<file path="config.mk">
export PLATFORM = sky130hd
export DESIGN_NAME = fetchSequencer
export DESIGN_NICKNAME = d
export VERILOG_FILES = /design/src/fetch_pkg.sv /design/src/fetchSequencer.sv
export VERILOG_INCLUDE_DIRS = /design/src /design/src/include
export SDC_FILE = /design/constraint.sdc
export NUM_CORES = 1
export LEC_CHECK = 0
export BUFFER_PORTS_ARGS = -buffer_cell sky130_fd_sc_hd__buf_2
export CAP_MARGIN = 20
export CORE_MARGIN = 1.5
export CORE_UTILIZATION = 52
export CTS_BUF_LIST = sky130_fd_sc_hd__clkbuf_8
export DETAILED_ROUTE_END_ITERATION = 16
export HOLD_SLACK_MARGIN = 0.06
export PLACE_DENSITY_LB_ADDON = 0.2
export SLEW_MARGIN = 10
export SYNTH_ARGS = -nofsm -noshare
export SYNTH_HDL_FRONTEND = slang
export SYNTH_SLANG_ARGS = --single-unit
</file>
<file path="constraint.sdc">
create_clock -name clk -period 5.25 [get_ports clk]
set_input_delay 0.525 -clock clk [delete_from_list [all_inputs] [get_ports clk]]
set_output_delay 0.525 -clock clk [all_outputs]
set_load 0.02 [all_outputs]
</file>
<file path="src/include/fetch_defines.svh">
`ifndef FETCH_DEFINES_SVH
`define FETCH_DEFINES_SVH

// Instruction ROM size in 32-bit words
`define ROM_WORDS 128

// Cache line geometry
`define LINE_WORDS 4

// Line buffer depth, also the number of fetch credits
`define BUF_LINES 4

// Default ROM response latency in cycles
`define ROM_LATENCY 2

// RISC-V major opcodes used by the ROM image and the predecoder
`define OPC_OP     7'b0110011
`define OPC_OP_IMM 7'b0010011

`endif

</file>
<file path="src/fetch_pkg.sv">
`include "fetch_defines.svh"

package fetch_pkg;

    typedef logic [31:0] t_word;

    // Top bit is the epoch, low bits are the line sequence number
    typedef logic [3:0] t_reqId;

    typedef struct packed {
        logic   valid;
        t_reqId id;
        t_word  addr;
    } t_memReq;

    typedef t_word [`LINE_WORDS-1:0] t_line;

    // Address is echoed back so the buffer can find the start offset
    typedef struct packed {
        logic   valid;
        t_reqId id;
        t_word  addr;
        t_line  data;
    } t_memRsp;

    typedef struct packed {
        logic [6:0] funct7;
        logic [4:0] rs2;
        logic [4:0] rs1;
        logic [2:0] funct3;
        logic [4:0] rd;
        logic [6:0] opcode;
    } t_rType;

    typedef struct packed {
        logic [11:0] imm12;
        logic [4:0]  rs1;
        logic [2:0]  funct3;
        logic [4:0]  rd;
        logic [6:0]  opcode;
    } t_iType;

    typedef union packed {
        t_rType r;
        t_iType i;
        t_word  raw;
    } t_instr;

    typedef struct packed {
        logic       valid;
        t_word      pc;
        logic       isImm;
        logic [4:0] rd;
        logic [4:0] rs1;
        logic [4:0] rs2;
        t_word      imm;
        t_word      raw;
    } t_decoded;

    // Every fourth word is an XOR, the rest are ADDIs with varied immediates
    function automatic t_word romWord(input int index);
        t_instr instr;
        if ((index % 4) == 3) begin
            instr.r.funct7 = 7'b0000000;
            instr.r.rs2    = 5'(5 * index);
            instr.r.rs1    = 5'(3 * index);
            instr.r.funct3 = 3'b100;
            instr.r.rd     = 5'(index);
            instr.r.opcode = `OPC_OP;
        end else begin
            instr.i.imm12  = 12'(37 * index);
            instr.i.rs1    = 5'(7 * index);
            instr.i.funct3 = 3'b000;
            instr.i.rd     = 5'(index);
            instr.i.opcode = `OPC_OP_IMM;
        end
        return instr.raw;
    endfunction

endpackage

</file>
<file path="src/fetchSequencer.sv">
`timescale 1ns/1ps
`include "fetch_defines.svh"

module fetchSequencer (
    input  logic               clk,
    input  logic               reset,
    input  logic               start,
    input  fetch_pkg::t_word   startPc,
    input  logic               lineFreed,
    output fetch_pkg::t_memReq req,
    output logic               epoch
);

    localparam int CREDIT_BITS = $clog2(`BUF_LINES + 1);
    localparam int LINE_BYTES  = `LINE_WORDS * 4;
    localparam int ROM_BYTES   = `ROM_WORDS * 4;

    logic                   active;
    logic [CREDIT_BITS-1:0] credit;
    logic [2:0]             seq;
    fetch_pkg::t_word       nextAddr;
    fetch_pkg::t_word       lineAddrNext;
    logic                   issue;

    // One request per cycle as long as the buffer has room for it
    assign issue = active && (credit != '0);

    // Step to the following line, wrapping at the end of the ROM
    assign lineAddrNext = ((nextAddr & ~32'(LINE_BYTES - 1)) + 32'(LINE_BYTES))
                          & 32'(ROM_BYTES - 1);

    always_comb begin
        req.valid = issue;
        req.id    = {epoch, seq};
        req.addr  = nextAddr;
    end

    always_ff @(posedge clk) begin
        if (reset) begin
            active <= 1'b0;
            epoch  <= 1'b0;
            credit <= '0;
            seq    <= '0;
        end else if (start) begin
            // New stream, anything still outstanding is now stale
            active <= 1'b1;
            epoch  <= ~epoch;
            credit <= CREDIT_BITS'(`BUF_LINES);
            seq    <= '0;
        end else begin
            if (issue) begin
                seq <= seq + 3'd1;
            end
            credit <= credit - CREDIT_BITS'(issue) + CREDIT_BITS'(lineFreed);
        end
    end

    // First request keeps the exact start PC, later ones are line aligned
    always_ff @(posedge clk) begin
        if (start) begin
            nextAddr <= startPc;
        end else if (issue) begin
            nextAddr <= lineAddrNext;
        end
    end

endmodule

</file>
Word-level counts from Yosys, hierarchy flattened
Cells that the tools add are included. Widths: inputs -> output; s select.

Mux-type cells: 3. Reduce and logical (&&, ||, !) cells: 4. Bitwise logic cells: 1. $add $sub $neg: 4.

Operators with widths (number): $mux 32 (2); $add 9x5->9 const B (1); $add 3x1->3 (1); $add 3x1->3 const B (1); $mux 3 (1); $reduce_bool 3->1 (1); $sub 3x1->3 (1); $reduce_bool 2->1 (1); $reduce_or 2->1 (1); $logic_and 1x1->1 (1); $not 1->1 (1).

Bits in registers: 40. Output and inout bits: 38.

Depth between registers and ports, before layout
Depth in word-level cells: 5. Gate-level depth with buffers: 9.

Worst setup path after synthesis
No wires, ideal clock.

Path type: register -> register. Start: register credit[1]. End: register credit[2]. Path slack: 3153 ps. Cell stages (with the launch flop): 10. Setup time: 130 ps. Arrival: 1967 ps. Period minus slack after synthesis: 2097 ps. Required time: 5120 ps. Path buffers: 0. Cells stage by stage: dfxtp_1 -> o31ai_4 -> inv_1 -> ha_1 -> inv_1 -> ha_1 -> fa_1 -> xnor2_1 -> xnor2_1 -> a21oi_1.

Word-level cells in the longest chain between the ends: 5.

Ends and longest elaborated chain: start: declaration (line fetchSequencer.sv:19) `logic [CREDIT_BITS-1:0] credit;`; start signal: assignment (line fetchSequencer.sv:48) `` credit <= CREDIT_BITS'(`BUF_LINES); ``; start signal: assignment (line fetchSequencer.sv:54) `credit <= credit - CREDIT_BITS'(issue) + CREDIT_BITS'(lineFreed);`; $reduce_bool 3->1 (line fetchSequencer.sv:26) `assign issue = active && (credit != '0);`; $logic_and 1x1->1 (line fetchSequencer.sv:26); named net issue (line fetchSequencer.sv:23) `logic issue;`; $sub 3x1->3 (line fetchSequencer.sv:54); $add 3x1->3 (line fetchSequencer.sv:54); $mux 3 (line fetchSequencer.sv:44) `end else if (start) begin`.

The timed path passes the listed nets, and every way through them passes these cells. A chain may end at the register's enable or synchronous reset.

Final worst setup path
Start: register credit[1]. End: register credit[2].

Word-level cells in the longest chain between the ends: 5.

Ends and longest elaborated chain (line): $reduce_bool 3->1 (fetchSequencer.sv:26); $logic_and 1x1->1 (fetchSequencer.sv:26); $sub 3x1->3 (*) (fetchSequencer.sv:54); $add 3x1->3 (*) (fetchSequencer.sv:54); $mux 3 (*) (fetchSequencer.sv:44).

Mark *: on every way between the ends. The rest lies on a longest branch, timed or not.

==> metrics <==
first drt pass iteration count=3; final wirelength=2700 um; CP max stage cell=fa_1; maximum VDD drop=0.000244 V; Initial Util=0.543; critical path depth=9; Final #Nets=roughly 230; # H-tree levels=2; WL/cell=11.5 um; fmax=449 MHz; DRC=0; Synth Area in Adders=0.0426; Cells after Synth=118; Worst Tran Pin Value=0.620 ns; arrival time worst endpoint=2.40 ns; terminus of the critical flop-to-flop path=credit[2]$_SDFF_PP0_; # fillers=about 240; Clock Skews=0.00459 ns; # clock sinks=40; Synth Area in Simple Gates=0.148; Root Buffer=clkbuf_8; Synth Register Bits=40; initial antenna violation count=0; grt total ovfl=0; post-cts resize count=0; Port Buf Inserts=between 70 and 80; CTS tree=yes; layout cell share with drive strength beyond 1=0.432; Worst slew margin=0.587; CTS Buf Count=5; Min Hold Slack=approximately 0.52 ns; # rows=20; r2r setup slk=3.03 ns; Clock Latency Late Sink=0.29 ns; Synth Area in Compound Gates=0.0335; core outline area=3030 um2; routed vias=approximately 1100; outcome=completed; Die ar.=3510 um2; CTS max path bufs=2; Fin Setup TNS=0 ns; Die Wd=a little under 60 um; Worst Setup SP=credit[1]$_SDFF_PP0_; critical path's top delay family=adder cells; max-slew violations=0; final instance area=approximately 2100 um2; die height=about 59 um; clock-pin slew on the worst setup and hold paths=0.07 ns; largest net degree at the start of global routing=45; global-route wire length before repair=4220 um; Syn Area/Cell=13.9 um2; crit path buf inv count=2; mux cell area share after synthesis=0.0129; Crit path required time=5.43 ns; Setup crit end kind=register; largest fanout on the critical path=4; hpwl dp=about 1900 um; Setup Fix Bufs, Post-CTS=0; largest family of logic cells by synthesized area=simple AND/OR/NAND/NOR gates; Hold Fails Final Rpt=0; Seq/Total Area, Yosys=0.682; initial drt markers=19; Post-Synth XOR/XNOR Area=0.0426; Pwr Density=334 nW/um2; # IOs=74; Max Cap Viol=0; Slowest Stage Delay on Critical Path=0.39 ns; CP cell instances=o31ai_4 > inv_1 > ha_1 > inv_1 > ha_1 > fa_1 > xnor2_1 > xnor2_1 > a21oi_1; Netlist cell types=25; Area Growth Syn to Fin=28.6%; final estimated routing congestion in global placement=between 0.7 and 0.8; FF-to-FF Start=credit[1]$_SDFF_PP0_; # diodes=0; RSZ-0062 raised after global routing=no; Final Critical Period=2.22 ns; Post-DP Area=2030 um2; reg2reg path depth=9; # setup viols final=0; kind of critical path=register to register; GRT Util Overall=0.171; Min-Delay Path Class=input pin to register; Tcrit/Tclk final=0.424; number of global-route vias before repair=roughly 1000; syn_nets=159; post-route ant nets=0; synth warn=0; CTS Hold Buffers Added=0; Syn Std Cell Area=1640 um2; CP endpoint=credit[2]$_SDFF_PP0_; vias per cell=4.61; CP startpoint kind=register; Leak=0.964 nW
## layer usage
metal / vias up / GRT usage / routed length, um
met3: 8 / 0.0699 / 172
met2: 43 / 0.294 / 1400
li1: 542 / - / -
met5: - / 0 / 0
met1: 494 / 0.171 / 1060
met4: 0 / 0.104 / 75
## report_power, final
group | leakage [nW] | switching (mW) | internal (mW)
Combinational | 0.522 | 0.0751 | 0.0505
Sequential | 0.396 | 0.0146 | 0.378
Clock | 0.0453 | 0.0983 | 0.0900
Total | 0.964 | 0.188 | 0.518
## cells by family (layout without fill, tap and decap cells)
group           count (synthesis)  count (layout)
xor+xnor                        8               8
fa+ha+maj                       5               5
mux                             2               2
compound gates                  7               7
buf+inv                        14              88
flops                          40              40
simple gates                   42              42
## per-stage QoR
step / setup slack [ns] / utilization / cells / power [mW]
floorplan: 3.15 / - / 118 / 0.484
global placement: 3.08 / 0.671 / 228 / 0.524
detailed placement: 3.01 / 0.671 / 228 / 0.527
CTS: 3.01 / 0.698 / 236 / 0.716
global route: 2.86 / 0.698 / 236 / 0.741
finish: 3.03 / 0.698 / 236 / 0.706
## layout make-up
| cell class | count | area, um2 | share of cell area |
|---|---|---|---|
| multi-input cells | 64 | 460 | 0.218 |
| repair buffers | 74 | 373 | 0.176 |
| clock inverters | 3 | 13.8 | 0.00651 |
| flip-flops and latches | 40 | 1120 | 0.530 |
| inverters | 6 | 22.5 | 0.0107 |
| well taps | 44 | 55.1 | 0.0260 |
| clock buffers | 5 | 68.8 | 0.0325 |
## flip-flops by register name, summed over array words and instances, names as in the netlist
name and count:
nextAddr 32, credit 3, seq 3, active 1, epoch 1
## synthesized netlist by cell type
cell type	number	area, um2
mux2_1	1	11.3
and2_1	27	169
buf_1	1	3.75
nor3_2	1	10.0
nor3b_1	2	15.0
o21ai_1	3	15.0
xor2_1	4	35.0
o311ai_1	1	8.76
buf_2	2	10.0
a21oi_1	1	5.00
clkbuf_1	3	11.3
o31ai_4	1	21.3
nor2_1	3	11.3
fa_1	1	20.0
edfxtp_1	32	961
ha_1	4	50.1
inv_1	6	22.5
buf_4	2	15.0
nand3_1	2	10.0
o21ai_0	1	5.00
dfxtp_1	8	160
mux2i_1	1	10.0
xnor2_1	4	35.0
nand2_1	5	18.8
nor3_1	2	10.0
## worst min-delay path by stage
stage / end / from / slack [ns] / depth (start not counted)
after global routing: nextAddr[21]$_SDFFCE_PN0P_ / startPc[21] / 0.50 / 2
final: nextAddr[21]$_SDFFCE_PN0P_ / startPc[21] / 0.52 / 2
after floorplan: active$_SDFFE_PP0P_ / active$_SDFFE_PP0P_ / 0.51 / 2
after CTS: nextAddr[21]$_SDFFCE_PN0P_ / startPc[21] / 0.50 / 2
after global placement: active$_SDFFE_PP0P_ / active$_SDFFE_PP0P_ / 0.52 / 2
after detailed placement: active$_SDFFE_PP0P_ / active$_SDFFE_PP0P_ / 0.52 / 2
## cell usage in the layout (no fill, tap or decap), types with 2 or more instances in the layout
master,netlist,layout
ha_1,4,4
clkbuf_8,0,5
and2_1,27,27
nor3_1,2,2
nor2_1,3,3
buf_2,2,73
xor2_1,4,4
nor3b_1,2,2
nand2_1,5,5
clkinv_2,0,2
inv_1,6,6
nand3_1,2,2
o21ai_1,3,3
edfxtp_1,32,32
xnor2_1,4,4
dfxtp_1,8,8
Power figures use the tool's default switching activity.
