`src/include/fetch_defines.svh`:
```
`ifndef FETCH_DEFINES_SVH
`define FETCH_DEFINES_SVH

// Instruction ROM size in 32-bit words
`define ROM_WORDS 128

// Cache line geometry
`define LINE_WORDS 4

// Line buffer depth, also the number of fetch credits
`define BUF_LINES 4

// Default ROM response latency in cycles
`define ROM_LATENCY 2

// RISC-V major opcodes used by the ROM image and the predecoder
`define OPC_OP     7'b0110011
`define OPC_OP_IMM 7'b0010011

`endif

```
`src/fetch_pkg.sv`:
```
`include "fetch_defines.svh"

package fetch_pkg;

    typedef logic [31:0] t_word;

    // Top bit is the epoch, low bits are the line sequence number
    typedef logic [3:0] t_reqId;

    typedef struct packed {
        logic   valid;
        t_reqId id;
        t_word  addr;
    } t_memReq;

    typedef t_word [`LINE_WORDS-1:0] t_line;

    // Address is echoed back so the buffer can find the start offset
    typedef struct packed {
        logic   valid;
        t_reqId id;
        t_word  addr;
        t_line  data;
    } t_memRsp;

    typedef struct packed {
        logic [6:0] funct7;
        logic [4:0] rs2;
        logic [4:0] rs1;
        logic [2:0] funct3;
        logic [4:0] rd;
        logic [6:0] opcode;
    } t_rType;

    typedef struct packed {
        logic [11:0] imm12;
        logic [4:0]  rs1;
        logic [2:0]  funct3;
        logic [4:0]  rd;
        logic [6:0]  opcode;
    } t_iType;

    typedef union packed {
        t_rType r;
        t_iType i;
        t_word  raw;
    } t_instr;

    typedef struct packed {
        logic       valid;
        t_word      pc;
        logic       isImm;
        logic [4:0] rd;
        logic [4:0] rs1;
        logic [4:0] rs2;
        t_word      imm;
        t_word      raw;
    } t_decoded;

    // Every fourth word is an XOR, the rest are ADDIs with varied immediates
    function automatic t_word romWord(input int index);
        t_instr instr;
        if ((index % 4) == 3) begin
            instr.r.funct7 = 7'b0000000;
            instr.r.rs2    = 5'(5 * index);
            instr.r.rs1    = 5'(3 * index);
            instr.r.funct3 = 3'b100;
            instr.r.rd     = 5'(index);
            instr.r.opcode = `OPC_OP;
        end else begin
            instr.i.imm12  = 12'(37 * index);
            instr.i.rs1    = 5'(7 * index);
            instr.i.funct3 = 3'b000;
            instr.i.rd     = 5'(index);
            instr.i.opcode = `OPC_OP_IMM;
        end
        return instr.raw;
    endfunction

endpackage

```
`src/lineBuffer.sv`:
```
`timescale 1ns/1ps
`include "fetch_defines.svh"

module lineBuffer (
    input  logic               clk,
    input  logic               reset,
    input  fetch_pkg::t_memRsp rsp,
    input  logic               epoch,
    input  logic               take,
    output fetch_pkg::t_word   word,
    output fetch_pkg::t_word   wordPc,
    output logic               wordValid,
    output logic               lineFreed
);

    localparam int PTR_BITS = $clog2(`BUF_LINES);
    localparam int OFF_BITS = $clog2(`LINE_WORDS);
    localparam int CNT_BITS = $clog2(`BUF_LINES + 1);

    fetch_pkg::t_line    lineData [`BUF_LINES];
    fetch_pkg::t_word    lineBase [`BUF_LINES];
    logic [OFF_BITS-1:0] lineOff  [`BUF_LINES];

    logic [PTR_BITS-1:0] head;
    logic [PTR_BITS-1:0] tail;
    logic [PTR_BITS-1:0] nextHead;
    logic [CNT_BITS-1:0] count;
    logic [OFF_BITS-1:0] wordPtr;
    logic [OFF_BITS-1:0] rspOff;
    logic [OFF_BITS-1:0] nextOff;
    logic                epochQ;
    logic                flush;
    logic                keep;
    logic                advance;
    logic                lastWord;

    // Epoch toggle means a restart, queued lines are stale
    assign flush = (epoch != epochQ);
    assign keep  = rsp.valid && (rsp.id[3] == epoch);

    assign rspOff   = rsp.addr[2 +: OFF_BITS];
    assign nextHead = head + PTR_BITS'(1);
    // With one line left the next head is the line landing this cycle
    assign nextOff  = (count > CNT_BITS'(1)) ? lineOff[nextHead] : rspOff;

    assign wordValid = (count != '0) && !flush;
    assign advance   = take && wordValid;
    assign lastWord  = (wordPtr == OFF_BITS'(`LINE_WORDS - 1));
    assign lineFreed = advance && lastWord;

    assign word   = lineData[head][wordPtr];
    assign wordPc = lineBase[head] + (32'(wordPtr) << 2);

    always_ff @(posedge clk) begin
        if (keep) begin
            lineData[tail] <= rsp.data;
            lineBase[tail] <= rsp.addr & ~32'(`LINE_WORDS * 4 - 1);
            lineOff[tail]  <= rspOff;
        end
    end

    always_ff @(posedge clk) begin
        if (reset) begin
            head    <= '0;
            tail    <= '0;
            count   <= '0;
            wordPtr <= '0;
            epochQ  <= 1'b0;
        end else begin
            epochQ <= epoch;
            if (flush) begin
                head  <= tail;
                count <= CNT_BITS'(keep);
                if (keep) begin
                    tail    <= tail + PTR_BITS'(1);
                    wordPtr <= rspOff;
                end
            end else begin
                if (keep) begin
                    tail <= tail + PTR_BITS'(1);
                end
                if (lineFreed) begin
                    head <= nextHead;
                end
                count <= count + CNT_BITS'(keep) - CNT_BITS'(lineFreed);
                if (advance) begin
                    wordPtr <= lastWord ? nextOff : wordPtr + OFF_BITS'(1);
                end else if (keep && count == '0) begin
                    wordPtr <= rspOff;
                end
            end
        end
    end

endmodule

```
`config.mk`:
```
export PLATFORM = sky130hd
export DESIGN_NAME = lineBuffer
export DESIGN_NICKNAME = d
export VERILOG_FILES = /design/src/fetch_pkg.sv /design/src/lineBuffer.sv
export VERILOG_INCLUDE_DIRS = /design/src /design/src/include
export SDC_FILE = /design/constraint.sdc
export NUM_CORES = 1
export LEC_CHECK = 0
export BUFFER_PORTS_ARGS = -buffer_cell sky130_fd_sc_hd__buf_2
export CORE_UTILIZATION = 30
export DETAILED_ROUTE_END_ITERATION = 8
export HOLD_SLACK_MARGIN = 0.12
export PLACE_DENSITY_LB_ADDON = 0.2
export SLEW_MARGIN = 30
export SYNTH_ARGS = -nofsm -noshare
export SYNTH_HDL_FRONTEND = slang
export SYNTH_SLANG_ARGS = --single-unit
export TNS_END_PERCENT = 1
```
`constraint.sdc`:
```
create_clock -name clk -period 6.3 [get_ports clk]
set_clock_uncertainty 0.05 [all_clocks]
set_input_delay 0.945 -clock clk [delete_from_list [all_inputs] [get_ports clk]]
set_output_delay 0.945 -clock clk [all_outputs]
set_load 0.05 [all_outputs]
```
Word level (Yosys, flattened, before mapping)
Memories as Yosys holds them, arrays and structs flattened. A register that Yosys moved wholly into a read port is not among the register bits.
Index checks and enable logic that the tools add are counted.
{ "word_totals": {"register_bits": 10, "mem_bits_rw": 632, "inputBits": 169, "out_inout_bits": 66, "word_cells": 50, "n_memories": 3} }
{ "classes": {"add_sub_neg": 6, "magnitude_cmp": 2, "n_eq_ne": 4, "n_mux": 17, "reduce_logical": 12} }
{ "mem_list": {"columns": ["memory", "words", "word_bits", "read_ports", "rd_ports_with_merged_regs", "write_ports", "line_no", "text"], "rows": [
  ["lineData", 4, 128, 1, 1, 1, "lineBuffer.sv:20", "fetch_pkg::t_line lineData [`BUF_LINES];"],
  ["lineBase", 4, 28, 1, 1, 1, "lineBuffer.sv:21", "fetch_pkg::t_word lineBase [`BUF_LINES];"],
  ["lineOff", 4, 2, 1, 0, 1, "lineBuffer.sv:22", "logic [OFF_BITS-1:0] lineOff [`BUF_LINES];"]
]} }
{ "ops": {"columns": ["operator", "n"], "rows": [
  ["$bmux 32 s2", 1],
  ["$add 32x4->32", 1],
  ["$mux 32", 1],
  ["$mux 2", 12],
  ["$add 2x1->2 const B", 3],
  ["$reduce_bool 3->1", 2],
  ["$logic_and 1x1->1", 5],
  ["$add 3x1->3", 1],
  ["$gt 3x1->1 const B", 1],
  ["$logic_not 3->1", 1],
  ["$lt 2x3->1 const B", 1],
  ["$mux 1", 3],
  ["$sub 3x1->3", 1],
  ["$eq 2x2->1 const B", 1],
  ["$ne 2x2->1 const B", 1],
  ["$reduce_and 2->1", 1],
  ["$reduce_bool 2->1", 1],
  ["$reduce_or 2->1", 1],
  ["$eq 1x1->1", 1],
  ["$logic_not 1->1", 1],
  ["$ne 1x1->1", 1]
]} }

Depth between registers and ports, before layout
{ "depth": {"word_depth": 9, "ltp_mapped": 8, "ltp_nobuf": 8} }

Worst setup path after synthesis
No wires, ideal clock.
{ "synth_timing": {"kind": "input-to-reg", "startpoint": "input port epoch", "endpoint": "memory lineBase[0][0] (netlist name) (enable)", "setup_time_ns": 0.538, "arrival_ns": 4.940, "required_ns": 5.712, "path_slack_ns": 0.772, "cell_stages": 2, "n_path_buf": 0, "path_cell_list": "xnor2_1 -> and3_1"} }
{ "synth_between": {"elab_chain_cells": 4} }
{ "synth_lines": {"columns": ["element", "line_no", "text"], "rows": [
  ["from (decl)", "lineBuffer.sv:8", "input logic epoch,"],
  ["$eq 1x1->1", "lineBuffer.sv:39", "assign keep = rsp.valid && (rsp.id[3] == epoch);"],
  ["$logic_and 1x1->1", "lineBuffer.sv:39", null],
  ["$mux 1", "lineBuffer.sv:55", "if (keep) begin"],
  ["$mux 1", "lineBuffer.sv:57", "lineBase[tail] <= rsp.addr & ~32'(`LINE_WORDS * 4 - 1);"],
  ["to (decl)", "lineBuffer.sv:21", null]
]} }
Every way passes these cells.

==> results.cfg <==
[synth]
yosysWarnings = 0
syn_area_mm2 = 0.0244
ys.flop_type = edfxtp_1
synth.largest_area_cell = edfxtp_1
synth_cell_types = 37
synthArstFlopShare = 0
syn_area_per_cell_um2 = 25.7
yosys-top-cells-count = edfxtp_1 (632), mux4_2 (168), mux4_1 (22), dfxtp_1 (12)
synth_edf_count = 632
synth_cells = 950
synth_area_leaders = edfxtp_1 (78%), mux4_2 (16%), mux4_1 (2.4%)
yosysSeqAreaShare = 0.788
synth.most_common_cell = edfxtp_1
synth_seq_cells = 644
synth_top_area_frac = 0.778

[route]
drtPass1Iterations = 6
drt_iter0_drc = 438
route.detailed.drc = 0
wl_mm = 52.0
vias_per_cell = 4.61
dr_total_vias = 10800
ant_nets = 0
routedWlPerCell_um = 22.2

[clock_network]
clkTransAtPathRegs_ns = 0.06
root_buffer = clkbuf_16
clock_latency_ns = 0.60
numClockSinks = 644
cts_setup_buffers = 0
postCtsHoldBufs = 0
ctsResizeCount = 0
cts.path.max_buffers = 3
h-tree-depth = 3
cts_tree = done
numCtsBuffers = 72

[power_and_ir_drop]
vdd_drop_max_mv = 0.197
p_per_area_mw_per_mm2 = 343
total_leakage_power_nw = 9.29

[worst_hold_path]
min_from = tail[1]
hold_class = register to register

[sta]
fin_tns_setup_ns = 0
hold_viol_final = 0
worst_slew_pin_slew_ns = 0.876
max_freq_mhz = 233
fin_ws_ns = 2.01
rsz0062_at_grt = false
maxSlewViolCount = 0
fin_crit_sh = 0.681
relSlewSlack = 0.416
min_period_ns = 4.29
finalSetupViolations = 0

[global_routing]
antenna_found_initial = 20
grt_max_degree = 85
grt_pass1_wl_mm = 77.2
grt.overflow.total = 0
first_global_vias = 12100
grt_use_total = 0.128

[worst_setup_path]
crit_arrival_ns = 3.30
worstSetupPathType = register to output port
crit_fanout = 28
end_kind = output port
cp-start-kind = register
timing.rr.start = wordPtr[1]
critical_path_required_ns = 5.30

[cells_and_area]
area.growth.synth_to_final_pct = 19.5
layout.nets = 1404
drive_gt1_frac = 0.407
finish.instance_area_mm2 = 0.0291
fin_cells = 2346
n_fill_cell = 7359

[placement]
gp_congestion = 0.685
dp.cells = 2211
hpwl_mm = 29.5
port-buffer-count = 227
pre_cts_ws_ns = 2.51
place_area_mm2 = 0.0268

[die]
core_area_mm2 = 0.0805
row_count = 104
die_x_um = 287
die_y_um = 287
start_util = 0.303
dieArea_mm2 = 0.0824
boundaryPins = 235

[run]
cap_violations = 0

[run_status]
outcome = finished clean
-- kinds of logic (layout without fill, tap and decap cells) --
group,after synthesis,count (layout),synth area share
XOR/XNOR,7,7,0.00251
flip-flops,644,644,0.788
AO/OA/AOI/OAI,15,15,0.00472
multiplexers,191,191,0.179
buffers and inverters,56,387,0.0144
adder cells (fa/ha/maj),10,10,0.00544
other,1,6,0.000154
AND/OR/NAND/NOR,26,26,0.00554
-- layout by cell type, fill, tap and decap left out, drive strengths merged, types with 2 or more instances in the layout --
cell type and count:
clkinv 24, nor3b 2, a21oi 3, clkbuf 92, a211oi 2, diode 4, xnor2 4, nor2 5
edfxtp 632, mux4 190, ha 9, nand4 2, bufinv 5, a21boi 2, nand2 6, xor2 3
conb 2, inv 15, clkinvlp 5, and3 5, buf 246, a2111o 2, nor3 3, dfxtp 12
-- stage by stage --
stage          hold WS (ns)  power, W  utilization
2_1_floorplan         0.431   0.00573            -
3_3_place_gp          0.476   0.00604        0.333
3_5_place_dp          0.469   0.00606        0.333
4_1_cts               0.442    0.0102        0.362
5_1_grt               0.458    0.0103        0.362
6_report              0.480   0.00998        0.362
-- routing by layer --
metal,global-route usage,share of wire
met5,0,0.0041
met4,0.0428,0.023
met3,0.0402,0.069
met2,0.215,0.49
met1,0.155,0.41
-- registers in the layout, indices dropped and copies added, names as in the netlist, named ones only --
signal,flops
head,2
lineBase,112
epochQ,1
wordPtr,2
tail,2
count,3
lineOff,8
lineData,512
-- final cells by class --
class                      count  area (um2)  area share
timing repair buffer         246        1400      0.0480
sequential                   644       19200       0.660
antenna                        4        10.0    0.000343
tap                         1060        1330      0.0455
multi-input combinational    251        4840       0.166
clock inverter                39         375      0.0129
clock buffer                  92        1920      0.0659
inverter                      10        37.5     0.00129
-- report_power, final --
group	internal (W)	switching, W	leakage, nW	total [W]
clock network	0.00238	0.00167	1.11	0.00405
logic	0.000388	0.000640	2.34	0.00103
registers	0.00484	0.0000606	5.84	0.00490
total	0.00761	0.00237	9.29	0.00998
-- critical path, stage by stage, from the launching register on --
cell	delay, ns
dfxtp_4	0.59
buf_16	0.28
buf_4	0.39
mux4_2	0.55
mux4_2	0.58
buf_2	0.26
-- worst paths after layout --
path / endpoint / slack (ns) / depth (start not counted)
hold reg to reg: tail[1] / 0.48 / 2
hold / removal: tail[1] / 0.48 / 2
setup / recovery: word[0] / 2.01 / 5
setup reg to reg: count[1] / 3.79 / 7
Note: power is estimated with default switching activity, not from simulation.
