$ cat src/include/fetch_defines.svh
`ifndef FETCH_DEFINES_SVH
`define FETCH_DEFINES_SVH

// Instruction ROM size in 32-bit words
`define ROM_WORDS 128

// Cache line geometry
`define LINE_WORDS 4

// Line buffer depth, also the number of fetch credits
`define BUF_LINES 4

// Default ROM response latency in cycles
`define ROM_LATENCY 2

// RISC-V major opcodes used by the ROM image and the predecoder
`define OPC_OP     7'b0110011
`define OPC_OP_IMM 7'b0010011

`endif

$ cat src/fetch_pkg.sv
`include "fetch_defines.svh"

package fetch_pkg;

    typedef logic [31:0] t_word;

    // Top bit is the epoch, low bits are the line sequence number
    typedef logic [3:0] t_reqId;

    typedef struct packed {
        logic   valid;
        t_reqId id;
        t_word  addr;
    } t_memReq;

    typedef t_word [`LINE_WORDS-1:0] t_line;

    // Address is echoed back so the buffer can find the start offset
    typedef struct packed {
        logic   valid;
        t_reqId id;
        t_word  addr;
        t_line  data;
    } t_memRsp;

    typedef struct packed {
        logic [6:0] funct7;
        logic [4:0] rs2;
        logic [4:0] rs1;
        logic [2:0] funct3;
        logic [4:0] rd;
        logic [6:0] opcode;
    } t_rType;

    typedef struct packed {
        logic [11:0] imm12;
        logic [4:0]  rs1;
        logic [2:0]  funct3;
        logic [4:0]  rd;
        logic [6:0]  opcode;
    } t_iType;

    typedef union packed {
        t_rType r;
        t_iType i;
        t_word  raw;
    } t_instr;

    typedef struct packed {
        logic       valid;
        t_word      pc;
        logic       isImm;
        logic [4:0] rd;
        logic [4:0] rs1;
        logic [4:0] rs2;
        t_word      imm;
        t_word      raw;
    } t_decoded;

    // Every fourth word is an XOR, the rest are ADDIs with varied immediates
    function automatic t_word romWord(input int index);
        t_instr instr;
        if ((index % 4) == 3) begin
            instr.r.funct7 = 7'b0000000;
            instr.r.rs2    = 5'(5 * index);
            instr.r.rs1    = 5'(3 * index);
            instr.r.funct3 = 3'b100;
            instr.r.rd     = 5'(index);
            instr.r.opcode = `OPC_OP;
        end else begin
            instr.i.imm12  = 12'(37 * index);
            instr.i.rs1    = 5'(7 * index);
            instr.i.funct3 = 3'b000;
            instr.i.rd     = 5'(index);
            instr.i.opcode = `OPC_OP_IMM;
        end
        return instr.raw;
    endfunction

endpackage

$ cat src/preDecoder.sv
`timescale 1ns/1ps
`include "fetch_defines.svh"

module preDecoder (
    input  logic                clk,
    input  logic                reset,
    input  logic                stall,
    input  fetch_pkg::t_word    word,
    input  fetch_pkg::t_word    wordPc,
    input  logic                wordValid,
    output logic                take,
    output fetch_pkg::t_decoded instOut
);

    fetch_pkg::t_instr   view;
    fetch_pkg::t_decoded decoded;

    // Output register loads whenever it is not stalled
    assign take = !stall;

    always_comb begin
        view          = word;
        decoded.valid = wordValid;
        decoded.pc    = wordPc;
        decoded.raw   = word;
        // rd and rs1 sit in the same place in both formats
        decoded.rd    = view.r.rd;
        decoded.rs1   = view.r.rs1;
        if (view.r.opcode == `OPC_OP) begin
            decoded.isImm = 1'b0;
            decoded.rs2   = view.r.rs2;
            decoded.imm   = '0;
        end else begin
            decoded.isImm = 1'b1;
            decoded.rs2   = '0;
            decoded.imm   = {{20{view.i.imm12[11]}}, view.i.imm12};
        end
    end

    always_ff @(posedge clk) begin
        if (!stall) begin
            instOut <= decoded;
        end
        if (reset) begin
            instOut.valid <= 1'b0;
        end
    end

endmodule

$ cat config.mk
export PLATFORM = sky130hd
export DESIGN_NAME = preDecoder
export DESIGN_NICKNAME = d
export VERILOG_FILES = /design/src/fetch_pkg.sv /design/src/preDecoder.sv
export VERILOG_INCLUDE_DIRS = /design/src /design/src/include
export SDC_FILE = /design/constraint.sdc
export NUM_CORES = 1
export LEC_CHECK = 0
export ABC_AREA = 1
export BUFFER_PORTS_ARGS = -buffer_cell sky130_fd_sc_hd__buf_2
export CAP_MARGIN = 10
export CORE_MARGIN = 2
export CORE_UTILIZATION = 35
export DETAILED_ROUTE_END_ITERATION = 8
export GPL_ROUTABILITY_DRIVEN = 0
export GPL_TIMING_DRIVEN = 0
export PLACE_DENSITY = 0.73
export SYNTH_ARGS = -nofsm -noshare
export SYNTH_HDL_FRONTEND = slang
export SYNTH_SLANG_ARGS = --single-unit
$ cat constraint.sdc
create_clock -name clk -period 4.55 [get_ports clk]
set_input_delay 0.455 -clock clk [delete_from_list [all_inputs] [get_ports clk]]
set_output_delay 0.455 -clock clk [all_outputs]
set_load 0.005 [all_outputs]
---- Word-level counts from Yosys, hierarchy flattened ----
Cells that the tools add are included.
word-level totals
  bits in registers ....................... 93
cells by class
  eq/ne operators ......................... 1
  muxes and demuxes ....................... 1
  reduce and logical (&&, ||, !) cells .... 1
operator list
  cell                count
  $eq 7x6->1 const B  1
  $logic_not 1->1     1
  $mux 1              1

---- Logic depth before layout (Yosys ltp) ----
Gate-level depths: netlist of the first run.
  depth after elaboration ................. 2
  mapped depth ............................ 6
  mapped depth without buffers ............ 5

---- Worst setup path after synthesis of the first run ----
Ideal clock, no wire load.
  kind .................................... input port to output port
  from .................................... in stall
  to ...................................... out take
  arrival time ............................ 2.085 ns
  required time ........................... 4.095 ns
  slack ................................... 2.010 ns
  stages on the path ...................... 1
  path buffers ............................ 0
  cell sequence ........................... inv_1
between the ends
  word-level cells in the longest chain between the ends .. 1
RTL lines
  element             line              RTL
  start: declaration  preDecoder.sv:7   input logic stall,
  $logic_not 1->1     n/a
  end: declaration    preDecoder.sv:11  output logic take,
No other way between the ends.

---- Worst setup path in the final report of the first run ----
  from .................................... reg instOut[43] (netlist name)
  to ...................................... out instOut[54] (netlist name)
RTL lines
  element           line              RTL
  end: declaration  preDecoder.sv:12  output fetch_pkg::t_decoded instOut
No word-level cell between the ends.

==> results of run 1 <==
[cell usage after synthesis (all sizes together)]
cell / n
edfxtp: 82
buf: 31
inv: 16
nor2: 14
nor3: 5
nand2: 4
a21oi: 1
dfxtp: 1
nand3: 1
[metrics by stage]
stage	hold slack, ns	setup slack, ns	cell area, µm²	util	total power, mW
2_1_floorplan	0.4536	2.010	2907	-	1.001
3_3_place_gp	0.4511	1.029	3944	0.4848	1.110
3_5_place_dp	0.4552	2.710	3974	0.4885	1.117
4_1_cts	0.2173	2.677	4178	0.5136	1.644
5_1_grt	0.2261	2.595	4178	0.5136	1.690
6_report	0.2389	2.709	4178	0.5136	1.614
[worst paths after layout]
kind | cells past startpoint | from | to
setup reg to reg | 2 | instOut[112] | instOut[112]
hold reg to reg | 2 | instOut[112] | instOut[112]
setup / recovery | 2 | instOut[43] | instOut[54]
hold / removal | 2 | reset | instOut[112]
[report_power, final]
group / total (mW) / switching [mW] / internal [mW]
combinational: 0.173 / 0.0740 / 0.0993
sequential: 0.922 / 0.0181 / 0.904
clock: 0.519 / 0.300 / 0.219
total: 1.61 / 0.392 / 1.22
[worst max-delay path, stage by stage, from the launching register on]
cell and delay (ns):
sky130_fd_sc_hd__edfxtp_1 0.72, sky130_fd_sc_hd__buf_4 0.21, sky130_fd_sc_hd__buf_2 0.11
[layout make-up]
class / instances / share of cell area
flip-flops and latches: 83 / 0.5942
repair buffers: 182 / 0.2234
plain buffers: 31 / 0.05660
well taps: 105 / 0.03145
multi-input cells: 25 / 0.03055
clock buffers: 9 / 0.02965
clock inverters: 7 / 0.01917
inverters: 16 / 0.01497
[kinds of logic (layout without fill, tap and decap cells)]
logic type / after synthesis / in the layout / share of synthesized area
flip-flops: 83 / 83 / 0.8541
buffers and inverters: 47 / 245 / 0.1020
AO/OA/AOI/OAI: 1 / 1 / 0.001720
AND/OR/NAND/NOR: 24 / 24 / 0.04219
[cells in the final DEF, fill, tap and decap left out, types with 2 or more instances in the layout]
master | Yosys | layout
sky130_fd_sc_hd__nand2_1 | 3 | 3
sky130_fd_sc_hd__clkinv_8 | 0 | 2
sky130_fd_sc_hd__nor2_1 | 12 | 12
sky130_fd_sc_hd__nor3_1 | 5 | 5
sky130_fd_sc_hd__buf_4 | 30 | 30
sky130_fd_sc_hd__edfxtp_1 | 82 | 82
sky130_fd_sc_hd__inv_8 | 0 | 2
sky130_fd_sc_hd__clkbuf_8 | 0 | 9
sky130_fd_sc_hd__buf_2 | 0 | 181
sky130_fd_sc_hd__inv_1 | 16 | 15
sky130_fd_sc_hd__inv_6 | 0 | 2
[routing by layer]
layer / vias up / routed length (µm)
li1: 907 / -
met4: 2 / 181
met1: 847 / 2143
met5: - / 13
met3: 17 / 617
met2: 101 / 3212
==> impl_table.tex, run 1 <==
\begin{tabular}{lr}
\hline
Metric & Value \\
\hline
\multicolumn{2}{l}{\textbf{Die}} \\
Io pins & between 150 and 200 \\
Width of the chip & 95.13 µm \\
Standard-cell rows & 33 \\
Initial standard-cell utilization of the core & 0.3573 \\
Total core area & 8134 µm² \\
Chip Height & 95.13 µm \\
Die footprint & between 9000 and 10000 µm² \\
\multicolumn{2}{l}{\textbf{Synthesis}} \\
Share of Yosys cell area claimed by the top area cell type & 0.8472 \\
Count of cell types in the netlist & 13 \\
Top cells by area, synth & sky130\_fd\_sc\_hd\_\_edfxtp\_1 85\%, sky130\_fd\_sc\_hd\_\_buf\_4 7.7\%, sky130\_fd\_sc\_hd\_\_inv\_1 2.1\% \\
Cells after Synth & 155 \\
Post-synthesis net count & 223 \\
YS warnings & 0 \\
Syn avg cell area & 18.75 µm² \\
Most area-hungry cell type in the Yosys netlist & sky130\_fd\_sc\_hd\_\_edfxtp\_1 \\
Cell area after technology mapping & 2907 µm² \\
Flip-flop and latch count after synthesis & 83 \\
Portion of the post-synthesis area used by sequential elements & 0.8541 \\
\multicolumn{2}{l}{\textbf{Drt}} \\
Antenna Violating Nets Remaining & 0 \\
Mean routed wirelength per cell & 13.47 µm \\
Ratio of routed vias to standard cells & 4.092 \\
Number of remaining DRC errors & 0 \\
DR pass1 iterations & 4 \\
Total detailed-routing wirelength & 6168 µm \\
Number of DRC markers after the initial detailed-route iteration & 46 \\
Number of vias in the routed layout & 1874 \\
\multicolumn{2}{l}{\textbf{Timing}} \\
Number of setup violations in the final report & 0 \\
Tcrit/Tclk final & 0.4045 \\
Worst Clk Skew & 0 ns \\
Final total negative setup slack & 0 ns \\
Final number of max-transition violations & 0 \\
Highest Clock Rate & about 540 MHz \\
Time the worst path needs with I/O delays and setup & between 1.5 and 2 ns \\
Slew at the pin closest to its max-slew limit & 0.5668 ns \\
Unrepaired setup endpoints after global routing & false \\
Slew headroom & 0.6221 \\
Final Hold Fails & 0 \\
\multicolumn{2}{l}{\textbf{CTS}} \\
H-tree lvl count & 3 \\
Cts bufs inserted & 9 \\
CTS clk-pin slew, worst paths & 0.09 ns \\
CTS sink cnt & 83 \\
Cells resized by post-CTS repair & 0 \\
Root Driver & sky130\_fd\_sc\_hd\_\_clkbuf\_8 \\
Cts-stage hold buffer count & 0 \\
Maximum number of buffers from clock root to sink & 2 \\
Buffers inserted by post-CTS timing repair & 0 \\
Clock tree from TritonCTS & done \\
Worst-Skew Late Latency & $\sim$0.35 ns \\
\multicolumn{2}{l}{\textbf{Finish}} \\
Area of combinational cells with multiple inputs & between 100 and 150 µm² \\
Flip-flop count of the largest register after layout & 83 \\
Non-filler instance count after layout & between 400 and 500 \\
Relative area change from synthesis to final layout & 43.74\% \\
Count of filler cells inserted in the layout & about 730 \\
Nets & 416 \\
Fraction of final layout cells with drive strength greater than 1 & 0.6629 \\
Top flop regs & instOut (83) \\
Seq. cell area & 2482 µm² \\
Antenna diode count & 0 \\
Register with the most flip-flops & instOut \\
\multicolumn{2}{l}{\textbf{Place}} \\
Count of buffers from port buffering & around 180 \\
Total placed cells including tap cells & around 440 \\
Detailed placement HPWL & 4633 µm \\
\multicolumn{2}{l}{\textbf{GRT}} \\
Pin count of the biggest net entering global routing & 57 \\
Total global-route track usage & 0.1372 \\
First-pass GRT wire length & 8956 µm \\
Vias in the first global route & 1794 \\
M3 GR Usage & 0.04585 \\
Global routing met2 resource utilization & 0.2342 \\
Number of antenna violations at the first check in global routing & 1 \\
Most Used Layer, Global Route & met2 \\
Overflow left after global routing & 0 \\
Met1 layer usage reported by global route & 0.1450 \\
\multicolumn{2}{l}{\textbf{Critical path}} \\
Critical path startpoint category & flip-flop \\
Type of element capturing the critical path & output pin \\
Critical path data required time & 4.09 ns \\
Minimum setup slack among reg-to-reg paths & slightly below 4 ns \\
Data arrival at the endpoint of the critical path & 1.39 ns \\
Crit-path max FO & 21 \\
Critical path class & reg -> out \\
\multicolumn{2}{l}{\textbf{Pwr}} \\
Power density relative to cell area & 386.3 nW/µm² \\
Leak pwr & 1.902 nW \\
Maximum ir drop on the vdd rail & 0.0001640 V \\
\multicolumn{2}{l}{\textbf{Status}} \\
Status & complete, no violations \\
\multicolumn{2}{l}{\textbf{Hold path}} \\
Class of the tightest hold or removal check & in -> reg \\
\multicolumn{2}{l}{\textbf{Run}} \\
Reported max-cap violation count & 0 \\
\hline
\end{tabular}
No activity file was read; power rests on OpenSTA's default activity.
==> run 2, diff against run 1 <==
PLACE_DENSITY = 0.75   (was 0.73)
clock period = 1.5 ns   (was 4.55 ns; I/O delays follow)
==> run 2 against run 1 <==
Die area unchanged. Hold slack got worse by 0.21 ns. First-iteration DRC count grew 57%. Sequential power rose to 3.0 times the previous value. Largest power group unchanged.
==> impl_table.tex, run 2 (synthesized netlist as in run 1, its figures left out) <==
\begin{tabular}{lr}
\hline
Metric & Value \\
\hline
\multicolumn{2}{l}{\textbf{Die}} \\
Initial standard-cell utilization of the core & 0.3573 \\
Io pins & 182 \\
Width of the chip & 95.13 µm \\
Total core area & slightly above 8000 µm² \\
Chip Height & 95.13 µm \\
Standard-cell rows & 33 \\
Die footprint & just over 9000 µm² \\
\multicolumn{2}{l}{\textbf{CTS}} \\
Root Driver & sky130\_fd\_sc\_hd\_\_clkbuf\_8 \\
Worst-Skew Late Latency & 0.34 ns \\
CTS clk-pin slew, worst paths & 0.08 ns \\
Cells resized by post-CTS repair & 0 \\
CTS sink cnt & 83 \\
H-tree lvl count & 3 \\
Cts bufs inserted & 9 \\
Maximum number of buffers from clock root to sink & 2 \\
Clock tree from TritonCTS & done \\
\multicolumn{2}{l}{\textbf{Timing}} \\
Tcrit/Tclk final & 0.9472 \\
Highest Clock Rate & 703.9 MHz \\
Final Hold Fails & 0 \\
Unrepaired setup endpoints after global routing & false \\
Slew at the pin closest to its max-slew limit & 0.5693 ns \\
Worst slack on hold paths & 0.03260 ns \\
Number of setup violations in the final report & 0 \\
Setup ws final & a little under 0.08 ns \\
Worst Clk Skew & 0 ns \\
Slew headroom & 0.6197 \\
Time the worst path needs with I/O delays and setup & 1.421 ns \\
Final number of max-transition violations & 0 \\
\multicolumn{2}{l}{\textbf{Drt}} \\
Antenna Violating Nets Remaining & 0 \\
Mean routed wirelength per cell & 14.38 µm \\
Number of DRC markers after the initial detailed-route iteration & 72 \\
Number of remaining DRC errors & 0 \\
Total detailed-routing wirelength & 7566 µm \\
DR pass1 iterations & 4 \\
Ratio of routed vias to standard cells & 4.103 \\
Number of vias in the routed layout & 2158 \\
\multicolumn{2}{l}{\textbf{Run}} \\
Reported max-cap violation count & 0 \\
\multicolumn{2}{l}{\textbf{GRT}} \\
Overflow left after global routing & 0 \\
First-pass GRT wire length & approximately 11000 µm \\
Number of antenna violations at the first check in global routing & 0 \\
Total global-route track usage & 0.1639 \\
Pin count of the biggest net entering global routing & 33 \\
Vias in the first global route & about 2200 \\
\multicolumn{2}{l}{\textbf{Critical path}} \\
Critical path startpoint category & input pin \\
Kind of cell adding the most delay to the critical path & buffers and inverters \\
Critical path data required time & 1.59 ns \\
Crit-path cells & dlygate4sd3\_1 > buf\_2 > nor2\_2 > nand2\_2 > nor2\_4 > buf\_6 > nor2\_1 \\
Crit-path max FO & 10 \\
Data arrival at the endpoint of the critical path & 1.52 ns \\
Critical path class & in -> reg \\
Delay of the slowest cell on the worst path & 0.54 ns \\
WP buf/inv & 3 \\
Crit-path slowest cell & sky130\_fd\_sc\_hd\_\_dlygate4sd3\_1 \\
Type of element capturing the critical path & flip-flop \\
\multicolumn{2}{l}{\textbf{Hold path}} \\
Class of the tightest hold or removal check & in -> reg \\
\multicolumn{2}{l}{\textbf{Pwr}} \\
Maximum ir drop on the vdd rail & 0.0005483 V \\
Post-route total power & a little over 5 mW \\
Leak pwr & 2.194 nW \\
Power density relative to cell area & roughly 1100 nW/µm² \\
\multicolumn{2}{l}{\textbf{Finish}} \\
Register with the most flip-flops & instOut \\
Fin area & 4851 µm² \\
Top flop regs & instOut (83) \\
Area of combinational cells with multiple inputs & 127.6 µm² \\
Non-filler instance count after layout & $\sim$530 \\
Count of filler cells inserted in the layout & 648 \\
Antenna diode count & 0 \\
Relative area change from synthesis to final layout & 66.90\% \\
Fraction of final layout cells with drive strength greater than 1 & 0.5677 \\
Commonest non-fill, non-tap cell in the layout & sky130\_fd\_sc\_hd\_\_buf\_2 \\
Nets & 484 \\
Flip-flop count of the largest register after layout & 83 \\
Commonest non-fill, non-tap cells in the layout & 182 x sky130\_fd\_sc\_hd\_\_buf\_2, 82 x sky130\_fd\_sc\_hd\_\_edfxtp\_1, 63 x sky130\_fd\_sc\_hd\_\_dlygate4sd3\_1 \\
Seq. cell area & 2482 µm² \\
\multicolumn{2}{l}{\textbf{Place}} \\
Worst setup slack before clock tree synthesis & about 0.10 ns \\
Count of buffers from port buffering & 181 \\
Area post-placement & 3988 µm² \\
Total placed cells including tap cells & 443 \\
Detailed placement HPWL & between 4000 and 5000 µm \\
\multicolumn{2}{l}{\textbf{Status}} \\
Status & complete, no violations \\
\hline
\end{tabular}
run 2: routing by layer:
layer,track usage,share of wire,vias to the layer above
met4,0.07609,0.018,0
li1,-,-,1040
met3,0.04032,0.071,11
met1,0.1644,0.37,1001
met5,0,0,-
met2,0.3140,0.55,106
run 2: final cells by class:
class / count / area share
flip-flops and latches: 83 / 0.5117
clock buffers: 9 / 0.02554
clock inverters: 7 / 0.01677
repair buffers: 250 / 0.3307
plain buffers: 31 / 0.04875
well taps: 105 / 0.02708
multi-input cells: 25 / 0.02631
inverters: 16 / 0.01315
run 2: through the flow:
step,setup TNS (ns),utilization
after floorplan,-18.69,-
after global placement,-66.42,0.4853
after detailed placement,0,0.4902
after CTS,0,0.5945
after global routing,0,0.5964
final,0,0.5964
run 2: report_power, final:
part | switching (mW) | internal [mW] | total, mW
Sequential | 0.0481 | 2.74 | 2.79
Clock | 0.839 | 0.799 | 1.64
Combinational | 0.273 | 0.415 | 0.688
Total | 1.16 | 3.96 | 5.12
run 2: what timing repair did:
action                                 in CTS  in global routing
endpoints found under the hold margin      63                  0
buffers inserted                            2                  2
pin swaps                                   0                  1
setup endpoints to repair                  20                  2
hold buffers                               63                  0
run 2: worst paths after layout:
check                           depth (start not counted)          from  slack (ns)      endpoint
worst min register to register                          2  instOut[112]        0.47  instOut[112]
worst min-delay path                                    1       word[5]        0.03    instOut[5]
worst max-delay path                                    7       word[3]        0.08   instOut[38]
worst max register to register                          2  instOut[112]        0.92  instOut[112]
run 2: worst reg2reg max path, stage by stage (launching register included):
cell and delay (ns):
sky130_fd_sc_hd__dfxtp_1 0.34, sky130_fd_sc_hd__nand2_1 0.05, sky130_fd_sc_hd__a21oi_1 0.12
